<file path="config.mk">
export PLATFORM = sky130hd
export DESIGN_NAME = csr_unit_top
export DESIGN_NICKNAME = d
export VERILOG_FILES = /design/src/logic/csr_pkg.sv /design/src/logic/csr_decode.sv /design/src/logic/csr_op_unit.sv /design/src/logic/csr_file.sv /design/src/logic/trap_unit.sv /design/src/logic/csr_unit_top.sv
export SDC_FILE = /design/constraint.sdc
export NUM_CORES = 1
export LEC_CHECK = 0
export ABC_AREA = 1
export BUFFER_PORTS_ARGS = -buffer_cell sky130_fd_sc_hd__clkbuf_2
export CAP_MARGIN = 20
export CORE_ASPECT_RATIO = 1.1
export CORE_MARGIN = 1.5
export CORE_UTILIZATION = 35
export CTS_CLUSTER_SIZE = 10
export DETAILED_ROUTE_END_ITERATION = 16
export SETUP_SLACK_MARGIN = 0.15
export SLEW_MARGIN = 20
export SYNTH_ARGS = -nofsm -noshare
export SYNTH_HDL_FRONTEND = slang
export SYNTH_SLANG_ARGS = --single-unit
</file>
<file path="constraint.sdc">
create_clock -name clk -period 6.06 [get_ports clk]
set_input_delay 1.212 -clock clk [delete_from_list [all_inputs] [get_ports clk]]
set_output_delay 1.212 -clock clk [all_outputs]
set_load 0.05 [all_outputs]
</file>
<file path="src/logic/csr_pkg.sv">
// shared types and constants for the machine-mode CSR block
// covers CSR indices and addresses, reset values, SYSTEM encodings,
// the instruction word union and the structs passed between stages
// every file refers to these by scoped names

package csr_pkg;

    typedef logic [1:0] csr_idx_t;  // one of the four implemented CSRs

    localparam csr_idx_t idx_mstatus = 2'd0;
    localparam csr_idx_t idx_mtvec   = 2'd1;
    localparam csr_idx_t idx_mepc    = 2'd2;
    localparam csr_idx_t idx_mcause  = 2'd3;

    localparam logic [11:0] addr_mstatus = 12'h300;
    localparam logic [11:0] addr_mtvec   = 12'h305;
    localparam logic [11:0] addr_mepc    = 12'h341;
    localparam logic [11:0] addr_mcause  = 12'h342;

    localparam logic [31:0] rst_mstatus   = 32'h0000_1800;  // MPP = machine
    localparam logic [31:0] rst_mcause    = 32'h0000_000b;
    localparam logic [31:0] cause_ecall_m = 32'd11;

    localparam logic [6:0]  opcode_system = 7'b1110011;
    localparam logic [11:0] funct12_ecall = 12'h000;
    localparam logic [11:0] funct12_mret  = 12'h302;

    typedef enum logic [1:0] {
        op_rw,
        op_rs,
        op_rc
    } csr_op_t;

    // word seen as a Zicsr instruction
    typedef struct packed {
        logic [11:0] csr_addr;
        logic [4:0]  rs1_zimm;  // rs1 or 5-bit immediate
        logic [2:0]  funct3;
        logic [4:0]  rd;
        logic [6:0]  opcode;
    } csr_fields_t;

    // same word seen as ecall / mret
    typedef struct packed {
        logic [11:0] funct12;
        logic [4:0]  rs1;
        logic [2:0]  funct3;
        logic [4:0]  rd;
        logic [6:0]  opcode;
    } sys_fields_t;

    typedef union packed {
        csr_fields_t csr_fields;
        sys_fields_t sys_fields;
    } inst_u;

    typedef struct packed {
        logic       valid;
        csr_op_t    op;
        csr_idx_t   idx;
        logic       use_imm;
        logic [4:0] zimm;
        logic       src_is_zero;  // rs1 = x0 or zimm = 0
    } csr_req_t;

    typedef struct packed {
        logic ecall;
        logic mret;
    } sys_req_t;

    typedef struct packed {
        logic        take;
        logic [31:0] epc;
    } trap_wr_t;

endpackage

</file>
<file path="src/logic/csr_decode.sv">
// decode of one SYSTEM instruction per cycle
// funct3 = 0 selects ecall / mret, any other funct3 is a CSR access
// unknown address, funct3 or funct12 raises illegal_inst and drops
// both requests, words with another opcode are not for this block

module csr_decode (
    input  csr_pkg::inst_u    inst,
    input  logic              inst_valid,
    output csr_pkg::csr_req_t csr_req,
    output csr_pkg::sys_req_t sys_req,
    output logic              illegal_inst
);

    logic              is_system;
    logic              is_sys_form;
    logic              addr_ok;
    logic              funct3_ok;
    csr_pkg::csr_idx_t idx;
    csr_pkg::csr_op_t  op;

    assign is_system   = inst_valid && (inst.csr_fields.opcode == csr_pkg::opcode_system);
    assign is_sys_form = (inst.sys_fields.funct3 == 3'b000);

    // address to register index
    always_comb begin
        addr_ok = 1'b1;
        idx     = csr_pkg::idx_mstatus;
        case (inst.csr_fields.csr_addr)
            csr_pkg::addr_mstatus: idx = csr_pkg::idx_mstatus;
            csr_pkg::addr_mtvec:   idx = csr_pkg::idx_mtvec;
            csr_pkg::addr_mepc:    idx = csr_pkg::idx_mepc;
            csr_pkg::addr_mcause:  idx = csr_pkg::idx_mcause;
            default:               addr_ok = 1'b0;
        endcase
    end

    // funct3[1:0] picks the op, funct3[2] the immediate form
    always_comb begin
        funct3_ok = 1'b1;
        op        = csr_pkg::op_rw;
        case (inst.csr_fields.funct3[1:0])
            2'b01:   op = csr_pkg::op_rw;
            2'b10:   op = csr_pkg::op_rs;
            2'b11:   op = csr_pkg::op_rc;
            default: funct3_ok = 1'b0;  // 3'b100 is reserved
        endcase
    end

    always_comb begin
        csr_req      = '0;
        sys_req      = '0;
        illegal_inst = 1'b0;
        if (is_system) begin
            if (is_sys_form) begin
                case (inst.sys_fields.funct12)
                    csr_pkg::funct12_ecall: sys_req.ecall = 1'b1;
                    csr_pkg::funct12_mret:  sys_req.mret  = 1'b1;
                    default:                illegal_inst  = 1'b1;
                endcase
            end else if (addr_ok && funct3_ok) begin
                csr_req.valid       = 1'b1;
                csr_req.op          = op;
                csr_req.idx         = idx;
                csr_req.use_imm     = inst.csr_fields.funct3[2];
                csr_req.zimm        = inst.csr_fields.rs1_zimm;
                csr_req.src_is_zero = (inst.csr_fields.rs1_zimm == 5'd0);
            end else begin
                illegal_inst = 1'b1;
            end
        end
    end

endmodule

</file>
<file path="src/logic/csr_op_unit.sv">
// new CSR value for csrrw / csrrs / csrrc and the immediate forms
// purely combinational, read_data is the current value of the target
// set and clear with a zero source leave the register alone

module csr_op_unit (
    input  csr_pkg::csr_req_t csr_req,
    input  logic [31:0]       rs1_data,
    input  logic [31:0]       read_data,
    output logic [31:0]       wr_data,
    output logic              wr_en
);

    logic [31:0] src;
    logic        is_rw;

    // zimm is zero-extended
    assign src   = csr_req.use_imm ? {27'd0, csr_req.zimm} : rs1_data;
    assign is_rw = (csr_req.op == csr_pkg::op_rw);

    always_comb begin
        case (csr_req.op)
            csr_pkg::op_rw: wr_data = src;
            csr_pkg::op_rs: wr_data = read_data | src;
            csr_pkg::op_rc: wr_data = read_data & ~src;
            default:        wr_data = read_data;
        endcase
    end

    // csrrw always writes, even with x0
    assign wr_en = csr_req.valid && (is_rw || !csr_req.src_is_zero);

endmodule

</file>
<file path="src/logic/csr_file.sv">
// storage for mstatus, mtvec, mepc and mcause
// reads are combinational through an AND-OR mux, writes land at the
// next rising clk; the trap path loads mepc and mcause on ecall
// mtvec and mepc are also exported for the trap unit

module csr_file (
    input  logic              clk,
    input  logic              rst,
    input  csr_pkg::csr_req_t csr_req,
    input  logic [31:0]       wr_data,
    input  logic              wr_en,
    input  csr_pkg::trap_wr_t trap_wr,
    output logic [31:0]       read_data,
    output logic [31:0]       mtvec,
    output logic [31:0]       mepc
);

    logic [31:0] csr_reg [4];
    logic [3:0]  w_e;         // one-hot write select
    logic [3:0]  r_e;         // one-hot read select

    always_comb begin
        for (int i = 0; i < 4; i++) begin
            w_e[i] = wr_en && (csr_req.idx == i[1:0]);
            r_e[i] = csr_req.valid && (csr_req.idx == i[1:0]);
        end
    end

    always_ff @(posedge clk) begin
        if (rst) begin
            csr_reg[csr_pkg::idx_mstatus] <= csr_pkg::rst_mstatus;
            csr_reg[csr_pkg::idx_mtvec]   <= 32'd0;
            csr_reg[csr_pkg::idx_mepc]    <= 32'd0;
            csr_reg[csr_pkg::idx_mcause]  <= csr_pkg::rst_mcause;
        end else begin
            for (int i = 0; i < 4; i++) begin
                if (w_e[i]) begin
                    csr_reg[i] <= wr_data;
                end
            end
            // ecall and a CSR write never share a cycle
            if (trap_wr.take) begin
                csr_reg[csr_pkg::idx_mepc]   <= trap_wr.epc;
                csr_reg[csr_pkg::idx_mcause] <= csr_pkg::cause_ecall_m;
            end
        end
    end

    // AND-OR read, zero when no CSR access is active
    always_comb begin
        read_data = 32'd0;
        for (int i = 0; i < 4; i++) begin
            read_data = read_data | ({32{r_e[i]}} & csr_reg[i]);
        end
    end

    assign mtvec = csr_reg[csr_pkg::idx_mtvec];
    assign mepc  = csr_reg[csr_pkg::idx_mepc];

endmodule

</file>
<file path="src/logic/trap_unit.sv">
// trap entry on ecall and return on mret
// ecall saves pc as the epc and jumps to the mtvec base,
// mret jumps back to mepc; no state of its own

module trap_unit (
    input  csr_pkg::sys_req_t sys_req,
    input  logic [31:0]       pc,
    input  logic [31:0]       mtvec,
    input  logic [31:0]       mepc,
    output csr_pkg::trap_wr_t trap_wr,
    output logic              redirect_valid,
    output logic [31:0]       redirect_pc
);

    logic [31:0] trap_base;

    // direct mode only, mode bits dropped
    assign trap_base = {mtvec[31:2], 2'b00};

    assign trap_wr.take = sys_req.ecall;
    assign trap_wr.epc  = pc;

    assign redirect_valid = sys_req.ecall || sys_req.mret;

    always_comb begin
        if (sys_req.ecall) begin
            redirect_pc = trap_base;
        end else if (sys_req.mret) begin
            redirect_pc = mepc;
        end else begin
            redirect_pc = 32'd0;  // quiet when idle
        end
    end

endmodule

</file>
<file path="src/logic/csr_unit_top.sv">
// machine-mode CSR block of the RV32E core
// takes one decoded SYSTEM instruction per cycle from decode, with no
// stalls; returns the old CSR value for rd and the redirect for
// ecall / mret, all outputs combinational in the same cycle
// CSR and trap writes are visible from the next cycle on

module csr_unit_top (
    input  logic           clk,
    input  logic           rst,
    input  logic           inst_valid,
    input  csr_pkg::inst_u inst,
    input  logic [31:0]    rs1_data,
    input  logic [31:0]    pc,
    output logic [31:0]    rd_data,
    output logic           rd_we,
    output logic           redirect_valid,
    output logic [31:0]    redirect_pc,
    output logic           illegal_inst
);

    csr_pkg::csr_req_t csr_req;
    csr_pkg::sys_req_t sys_req;
    csr_pkg::trap_wr_t trap_wr;
    logic [31:0]       read_data;
    logic [31:0]       wr_data;
    logic              wr_en;
    logic [31:0]       mtvec;
    logic [31:0]       mepc;

    csr_decode csr_decode_inst (
        .inst         (inst),
        .inst_valid   (inst_valid),
        .csr_req      (csr_req),
        .sys_req      (sys_req),
        .illegal_inst (illegal_inst)
    );

    csr_op_unit csr_op_unit_inst (
        .csr_req   (csr_req),
        .rs1_data  (rs1_data),
        .read_data (read_data),
        .wr_data   (wr_data),
        .wr_en     (wr_en)
    );

    csr_file csr_file_inst (
        .clk       (clk),
        .rst       (rst),
        .csr_req   (csr_req),
        .wr_data   (wr_data),
        .wr_en     (wr_en),
        .trap_wr   (trap_wr),
        .read_data (read_data),
        .mtvec     (mtvec),
        .mepc      (mepc)
    );

    trap_unit trap_unit_inst (
        .sys_req        (sys_req),
        .pc             (pc),
        .mtvec          (mtvec),
        .mepc           (mepc),
        .trap_wr        (trap_wr),
        .redirect_valid (redirect_valid),
        .redirect_pc    (redirect_pc)
    );

    assign rd_data = read_data;      // old value, before this write
    assign rd_we   = csr_req.valid;

endmodule

</file>
==> summary.txt, run 1 <==
Global routing
  • Pin count of the biggest net entering global routing: 35
  • Total track usage: 20.4%
  • GRT overflow: 0
  • Number of global-route vias before repair: 6961
  • Initial antenna violation count: 0
  • First-pass GRT wire length: 36.4 mm

Drt
  • Vias per inst: 4.74
  • DRT iter0 DRCs: 441
  • 1st-pass router iterations: 7
  • Final Routed Wirelength: 23.1 mm
  • WL per Instance: 15.4 µm
  • ANT nets after route: 0
  • DRC: 0
  • Vias: 7096

Clock tree
  • Post-CTS Setup Bufs: 0
  • Post-CTS sizing: 0
  • H-tree levels: 4
  • Num CTS Buffers: 17
  • CTS Root Cell: clkbuf_16
  • Clk buf depth: 2
  • Clock Pin Slew Worst Setup and Hold Paths: 0.06 ns
  • Total clock sinks: 128
  • Skew-Pair Late Insertion Delay: 0.42 ns
  • CTS tree: yes
  • CTS Hold Buffers Added: 0

Critical path
  • Crit Path Max Fanout: 33
  • Worst Path Arrival: 3.48 ns
  • Type of the worst setup path: in2out
  • CP Data Required Time: 4.85 ns
  • CP endpoint kind: output port
  • CP startpoint kind: primary input

STA
  • Count of final hold-check violations: 0
  • RSZ-0062 raised after global routing: false
  • Fmax: 213 MHz
  • Slew headroom: 33.9%
  • Post-route minimum period: 4.69 ns
  • Worst-Margin Slew: 0.990 ns
  • Period utilization: 77.4%
  • Hold Slack: 0.853 ns
  • Setup WS post-layout: 1.37 ns
  • Pins Over Slew Limit: 0
  • Setup_tns: 0 ns
  • Clock skew: 0.00776 ns
  • # setup viols final: 0

Placement
  • PortBufs: 160
  • RD Place Congestion: 0.776
  • Post-place setup slack: 1.36 ns
  • Post-DP HPWL: 14.1 mm
  • Area post-placement: 8870 µm²

Cells and area
  • Share of cells above drive strength 1: 20.9%
  • Design Area, Final: 9430 µm²
  • Diode count: 0
  • Final net count: 1292
  • Layout area overhead: 20.3%
  • Fin util: 42.8%
  • Largest register FFs: 128

Yosys
  • Mux contribution to synthesized area: 0%
  • Post-synth cell types: 34
  • Synth Area in Compound Gates: 9.02%
  • YS warnings: 0
  • Syn avg cell area: 7.48 µm²
  • Syn Nets: 1147
  • Simple-gate portion of the synthesized area: 30.4%
  • FF+latch count, synth: 128
  • Seq/Total Area, Yosys: 49.1%
  • Syn Std Cell Area: 7840 µm²
  • Cells after synthesis: 1048
  • Xor/xnor share of the synthesized area: 0%
  • Combinational family with the most area after synthesis: simple AND/OR/NAND/NOR gates
  • Adder-cell share of the synthesized area: 0%

Floorplanning
  • Die area: 23300 µm²
  • # rows: 57
  • Die H: 160 µm
  • Initial Utilization: 35.6%
  • Die width: 146 µm
  • CORE AREA: 22000 µm²
  • Io pins: 166

Min path
  • Hold Path Class: reg2reg

Status
  • Status: finished, final reports clean

Power
  • Max VDD drop: 0.000194 V
  • Leak: 4.83 nW
  • PwrDens: 229 nW/µm²

Job
  • Max-cap violation count: 0
## critical path, stage by stage
cell	delay, ns
clkbuf_2	0.12
nor2_2	0.23
inv_4	0.09
or2_4	0.25
nor2_2	0.16
nand2_2	0.56
o22ai_1	0.51
clkbuf_2	0.34
## path summary, 6_finish.rpt
path | slack (ns) | startpoint | depth (start not counted) | to
setup / recovery | 1.37 | inst[13] | 8 | redirect_pc[11]
hold / removal | 0.85 | csr_file_inst.csr_reg[0][12] | 6 | csr_file_inst.csr_reg[0][12]
setup reg to reg | 4.73 | csr_file_inst.csr_reg[1][17] | 8 | csr_file_inst.csr_reg[2][17]
hold reg to reg | 0.85 | csr_file_inst.csr_reg[0][12] | 6 | csr_file_inst.csr_reg[0][12]
## area by class of cell
cell class / instances / area (µm²)
Tap cell: 295 / 369
Fill cell: 2285 / 12600
Clock buffer: 20 / 437
Inverter: 178 / 671
Clock inverter: 8 / 118
Multi-Input combinational cell: 700 / 3130
Sequential cell: 128 / 3840
Timing Repair Buffer: 168 / 865
## cells in the final DEF (no fill, tap or decap), types with 2 or more instances in the layout
cell type and n:
nand3_1 11, clkbuf_1 3, buf_4 7, o22ai_1 30
nand4_2 2, clkbuf_2 160, nand2_1 285, inv_1 163
nand4_4 2, nor2_2 6, clkbuf_16 17, bufinv_16 3
nand2_2 10, nand4_1 7, inv_2 13, a21oi_1 82
nor3_1 3, nor2_4 5, nor2_1 236, clkinv_2 4
a21oi_2 10, edfxtp_1 128
## stage by stage
stage | power, mW | cells
after global routing | 2.23 | 1497
final | 2.16 | 1497
after floorplan | 1.11 | 1048
after CTS | 2.17 | 1497
after global placement | 1.17 | 1468
after detailed placement | 1.17 | 1469
## where the power goes
part | switching [mW] | internal [mW]
logic | 0.0833 | 0.0427
clock network | 0.372 | 0.634
registers | 0.0110 | 1.02
total | 0.466 | 1.69
## cell usage after synthesis (all sizes together)
library cell / n / area, µm²
nand2: 296 / 1130
or3: 1 / 6.26
nor2b: 1 / 6.26
clkbuf: 11 / 41.3
o31ai: 1 / 7.51
edfxtp: 128 / 3840
nor4: 1 / 21.3
nor3: 3 / 15.0
buf: 31 / 193
or2: 1 / 8.76
a21oi: 92 / 498
clkinv: 1 / 3.75
o21ai: 2 / 13.8
o22ai: 30 / 188
nand3: 13 / 82.6
nand4: 11 / 111
inv: 177 / 667
nor2: 248 / 995
## metal layers
metal	track usage, %	wire length (µm)	up-vias
li1	-	-	3590
met1	24.6	9850	3294
met2	37.4	11900	186
met3	2.89	1010	26
met4	6.17	350	0
met5	0	0	-
## kinds of logic (layout without fill, tap and decap cells)
kind of cell           after synthesis  count (layout)
AO/OA/AOI/OAI                      125             125
buffers and inverters              220             374
AND/OR/NAND/NOR                    575             575
flip-flops                         128             128
No activity file was read; power rests on OpenSTA's default activity.
==> inputs of run 2 (changes only) <==
clock period = 4.03 ns   (was 6.06 ns; I/O delays follow)
==> summary.txt, run 2 (same netlist as run 1, synthesis figures left out) <==
Floorplanning
  • Io pins: 166
  • # rows: 57
  • Die width: 146 µm
  • Die H: 160 µm
  • Die area: 23300 µm²
  • Initial Utilization: 35.6%
  • CORE AREA: 22000 µm²

Drt
  • Final Routed Wirelength: 23.4 mm
  • WL met1: 9.80 mm
  • DRC: 0
  • WL per Instance: 15.5 µm
  • Highest metal used: met4
  • WL met2: 11.8 mm
  • ANT nets after route: 0
  • Vias per inst: 4.72
  • Met3 WL: 1.57 mm
  • DRT iter0 DRCs: 388
  • Vias: 7137
  • 1st-pass router iterations: 5

Critical path
  • Crit Path Max Fanout: 20
  • Worst Path Arrival: 2.82 ns
  • Max incr delay on CP: 0.41 ns
  • Critical-path top delay cell: nand4_4
  • CP cell instances: clkbuf_2, inv_1, nand2_1, nor2_4, nand2_1, nor2_4, nand4_4, buf_4, nor2_1, nor2_1, nand2_1, clkbuf_2
  • CP Data Required Time: 3.22 ns
  • Most used cell along the critical path: nand2_1
  • CP endpoint kind: output port
  • CP startpoint kind: primary input
  • Type of the worst setup path: in2out

Power
  • Psw: 0.719 mW
  • Leak: 4.93 nW
  • Switch share: 22.4%
  • Seq pwr share: 48.0%
  • Max VDD drop: 0.000272 V
  • Internal power: 2.49 mW
  • PwrDens: 332 nW/µm²
  • Logic pwr share: 6.1%
  • Clock group share of total power: 45.9%

STA
  • Setup_tns: 0 ns
  • Pins Over Slew Limit: 0
  • Clock skew: 0.00586 ns
  • # setup viols final: 0
  • Slew headroom: 44.1%
  • Worst-Margin Slew: 0.839 ns
  • RSZ-0062 raised after global routing: false
  • Hold Slack: 0.649 ns
  • Post-route minimum period: 3.62 ns
  • Period utilization: 89.9%
  • Count of final hold-check violations: 0
  • Fmax: 276 MHz

Clock tree
  • CTS Root Cell: clkbuf_16
  • Post-CTS Setup Bufs: 0
  • Clock Pin Slew Worst Setup and Hold Paths: 0.06 ns
  • Num CTS Buffers: 17
  • Clk buf depth: 2
  • Post-CTS sizing: 0
  • H-tree levels: 4
  • CTS Hold Buffers Added: 0
  • Skew-Pair Late Insertion Delay: 0.42 ns
  • Total clock sinks: 128
  • CTS tree: yes

Global routing
  • GRT overflow: 0
  • Initial antenna violation count: 0
  • Number of global-route vias before repair: 6796
  • First-pass GRT wire length: 36.6 mm
  • Pin count of the biggest net entering global routing: 34
  • Total track usage: 20.6%

Cells and area
  • Share of cells above drive strength 1: 21.7%
  • Commonest non-fill, non-tap cell in the layout: nand2_1
  • Largest register FFs: 128
  • Final net count: 1303
  • Design Area, Final: 9690 µm²
  • # fillers: 2286
  • Most frequent cells in the layout: nand2_1, nor2_1, inv_1
  • Fin util: 44.0%
  • Diode count: 0
  • Layout area overhead: 23.6%
  • Final std cells w/o fill: 1511

Placement
  • PortBufs: 160
  • Post-DP HPWL: 14.9 mm
  • Placed insts: 1480
  • Area post-placement: 9130 µm²
  • RD Place Congestion: 0.796

Job
  • Max-cap violation count: 0

Status
  • Status: finished, final reports clean

Min path
  • Hold Path Class: in2reg
## run 2: cell count changes in the layout (fill, tap and decap cells not counted), sizes merged
cell	change
buf	+18
clkbuf	-8
clkinv	+4
bufinv	-1
clkinvlp	+1
## run 2: per-stage QoR
step                power [mW]  setup slack, ns
floorplan                 1.67            0.422
global placement          1.76            0.410
detailed placement        1.77            0.385
CTS                       3.23            0.381
global route              3.32            0.258
finish                    3.21            0.407
## run 2: power groups by stage
| stage | Sequential (mW) | Clock (mW) | Combinational [mW] |
|---|---|---|---|
| 2_1_floorplan | 1.57 | 0 | 0.105 |
| 3_3_place_gp | 1.57 | 0 | 0.195 |
| 3_5_place_dp | 1.57 | 0 | 0.198 |
| 4_1_cts | 1.54 | 1.49 | 0.199 |
| 5_1_grt | 1.55 | 1.54 | 0.225 |
| 6_report | 1.54 | 1.47 | 0.197 |
## run 2: final cells by class
type / instances / area, µm² / area share [%]
multi-input cells: 700 / 3130 / 32.3
clock buffers: 19 / 433 / 4.47
well taps: 295 / 369 / 3.81
clock inverters: 12 / 120 / 1.24
flip-flops and latches: 128 / 3840 / 39.7
inverters: 178 / 671 / 6.92
repair buffers: 179 / 1120 / 11.6
## run 2: path summary, 6_finish.rpt
kind	startpoint	to	depth (start not counted)	slack [ns]
hold / removal	pc[9]	csr_file_inst.csr_reg[2][9]	3	0.65
setup reg to reg	csr_file_inst.csr_reg[2][1]	csr_file_inst.csr_reg[2][1]	8	2.63
hold reg to reg	csr_file_inst.csr_reg[2][12]	csr_file_inst.csr_reg[0][12]	6	0.91
setup / recovery	inst[31]	rd_data[11]	12	0.41
## run 2: layer usage
metal	track usage, %	vias up
met5	0	-
met2	37.4	222
met4	5.66	0
met3	2.91	21
li1	-	3613
met1	25.4	3281
## run 2: critical path, delay by kind of cell
kind	cells	cell delay [ns]
AND/OR/NAND/NOR	8	1.19
buffers and inverters	4	0.80
==> inputs of run 3 (changes only) <==
ABC_AREA = not set   (was 1)
GPL_ROUTABILITY_DRIVEN = 1   (was not set)
==> summary.txt, run 3 <==
Drt
  • DRC: 0
  • Vias: 6529
  • 1st-pass router iterations: 5
  • Vias per inst: 5.71
  • DRT iter0 DRCs: 470
  • Final Routed Wirelength: 24.3 mm
  • WL per Instance: 21.2 µm
  • ANT nets after route: 0

STA
  • Worst-Margin Slew: 0.850 ns
  • Count of final hold-check violations: 0
  • Period utilization: 91.4%
  • Slew headroom: 42.8%
  • Setup_tns: 0 ns
  • RSZ-0062 raised after global routing: false
  • # setup viols final: 0
  • Clock skew: 0.00952 ns
  • Post-route minimum period: 3.68 ns
  • Pins Over Slew Limit: 0
  • Fmax: 272 MHz
  • Setup WS post-layout: 0.348 ns

Clock tree
  • CTS Hold Buffers Added: 0
  • H-tree levels: 4
  • Post-CTS Setup Bufs: 0
  • Total clock sinks: 128
  • Clock Pin Slew Worst Setup and Hold Paths: 0.06 ns
  • Post-CTS sizing: 0
  • Num CTS Buffers: 17
  • Clk buf depth: 2
  • CTS tree: yes
  • Skew-Pair Late Insertion Delay: 0.42 ns
  • CTS Root Cell: clkbuf_16

Global routing
  • GRT overflow: 0
  • First-pass GRT wire length: 36.9 mm
  • Total track usage: 22.7%
  • Number of global-route vias before repair: 6583
  • Initial antenna violation count: 0
  • Pin count of the biggest net entering global routing: 35

Critical path
  • Worst Path Arrival: 2.88 ns
  • Max incr delay on CP: 0.52 ns
  • CP endpoint kind: output port
  • Critical-path top delay cell: o221ai_1
  • Worst Path Buf+Inv: 3
  • Type of the worst setup path: in2out
  • Delay-heaviest family, CP: simple AND/OR/NAND/NOR gates
  • CP startpoint kind: primary input
  • CP cell instances: clkbuf_2, nor3_2, nand4_1, or3_1, buf_4, o221ai_1, buf_12
  • Crit Path Max Fanout: 18
  • CP Data Required Time: 3.22 ns

Cells and area
  • Final std cells w/o fill: 1143
  • Largest register FFs: 128
  • Share of cells above drive strength 1: 28.3%
  • Layout area overhead: 30.2%
  • # fillers: 1887
  • Diode count: 0
  • Final net count: 974
  • Most frequent cells in the layout: clkbuf_2, edfxtp_1, nor2_1
  • Commonest non-fill, non-tap cell in the layout: clkbuf_2
  • Design Area, Final: 9590 µm²

Floorplanning
  • CORE AREA: 20600 µm²
  • Die width: 141 µm
  • Die area: 21900 µm²
  • Die H: 155 µm
  • Io pins: 166
  • # rows: 55
  • Initial Utilization: 35.7%

Yosys
  • Syn Nets: 827
  • Seq/Total Area, Yosys: 52.1%
  • Synth top area share: 52.1%
  • Leading register cell type out of synthesis: edfxtp_1
  • FF+latch count, synth: 128
  • Synth async-reset ratio: 0%
  • Largest area contributor in the netlist: edfxtp_1
  • Syn avg cell area: 10.1 µm²
  • Top-count cell post-synth: edfxtp_1
  • YS warnings: 0
  • Most instantiated cells after synthesis: edfxtp_1, nor2_1, nand2_1, nand4_1, clkbuf_1
  • Post-synth EDFFs: 128
  • Synth area leaders: edfxtp_1, mux2i_1, nor2_1
  • Syn Std Cell Area: 7370 µm²
  • Post-synth cell types: 52
  • Cells after synthesis: 728

Placement
  • Placed insts: 1112
  • Area post-placement: 9000 µm²
  • RD Place Congestion: 0.860
  • Post-place setup slack: 0.353 ns
  • PortBufs: 160
  • Post-DP HPWL: 15.6 mm

Status
  • Status: finished, final reports clean

Power
  • PwrDens: 345 nW/µm²
  • Leak: 3.56 nW
  • Max VDD drop: 0.000224 V

Job
  • Max-cap violation count: 0

Min path
  • Hold Path Class: in2reg
==> run 3: cell count changes after synthesis, moves of 19 or more <==
cell / before / now
nand2_1: 289 / 69
nor2b_1: 1 / 21
mux2i_1: 0 / 37
o21ai_0: 1 / 31
a22oi_1: 0 / 36
nor2_1: 236 / 90
a31oi_1: 0 / 19
a22o_1: 0 / 30
a21oi_1: 82 / 14
nand4_1: 7 / 46
o22ai_1: 30 / 0
clkbuf_1: 11 / 43
o221ai_1: 0 / 29
inv_1: 163 / 34
==> run 3: layer usage <==
layer	GRT usage (%)	vias to the layer above	routed length, µm
li1	-	3071	-
met1	26.5	3168	9710
met2	40.7	253	12500
met3	5.57	37	1480
met4	7.29	0	528
met5	0	-	0
==> run 3: logic make-up (layout without fill, tap and decap cells) <==
family,after synthesis,after routing,synth area share [%]
AND/OR/NAND/NOR,279,279,18.9
AO/OA/AOI/OAI,185,185,17.8
XOR/XNOR,3,3,0.357
flip-flops,128,128,52.1
buffers and inverters,96,255,5.69
multiplexers,37,37,5.02
==> run 3: stage by stage <==
stage / total power [mW] / util (%) / hold slack (ns)
after floorplan: 1.67 / - / 0.993
after global placement: 1.78 / 43.6 / 0.821
after detailed placement: 1.78 / 43.6 / 0.828
after CTS: 3.33 / 46.5 / 0.671
after global routing: 3.40 / 46.5 / 0.676
final: 3.31 / 46.5 / 0.683
==> run 3: layout make-up <==
cell class                 instances  area (µm²)  share of cell area (%)
sequential                       128        3840                    40.1
multi-input combinational        504        3210                    33.5
timing repair buffer             190        1500                    15.6
clock buffer                      17         425                    4.43
tap                              256         320                    3.34
clock inverter                    14         169                    1.76
inverter                          34         128                    1.33
==> run 3: worst reg2reg max path: stages, from the launching register on <==
cell	delay (ns)
edfxtp_1	0.39
mux2i_1	0.20
o211ai_1	0.20
a31oi_1	0.39
o21ai_0	0.18
==> run 3: final timing paths <==
path	start	endpoint	slack (ns)	cells past startpoint
worst min-delay path	pc[8]	csr_file_inst.csr_reg[2][8]	0.68	3
worst max-delay path	inst[27]	rd_data[18]	0.35	7
worst min register to register	csr_file_inst.csr_reg[1][5]	csr_file_inst.csr_reg[2][5]	0.84	4
worst max register to register	csr_file_inst.csr_reg[2][4]	csr_file_inst.csr_reg[2][4]	2.40	4
==> run 3: power by group <==
group / internal, mW / switching [mW] / total (mW) / leakage (nW)
logic: 0.0773 / 0.125 / 0.203 / 2.06
registers: 1.53 / 0.0266 / 1.56 / 1.22
clock network: 0.967 / 0.584 / 1.55 / 0.288
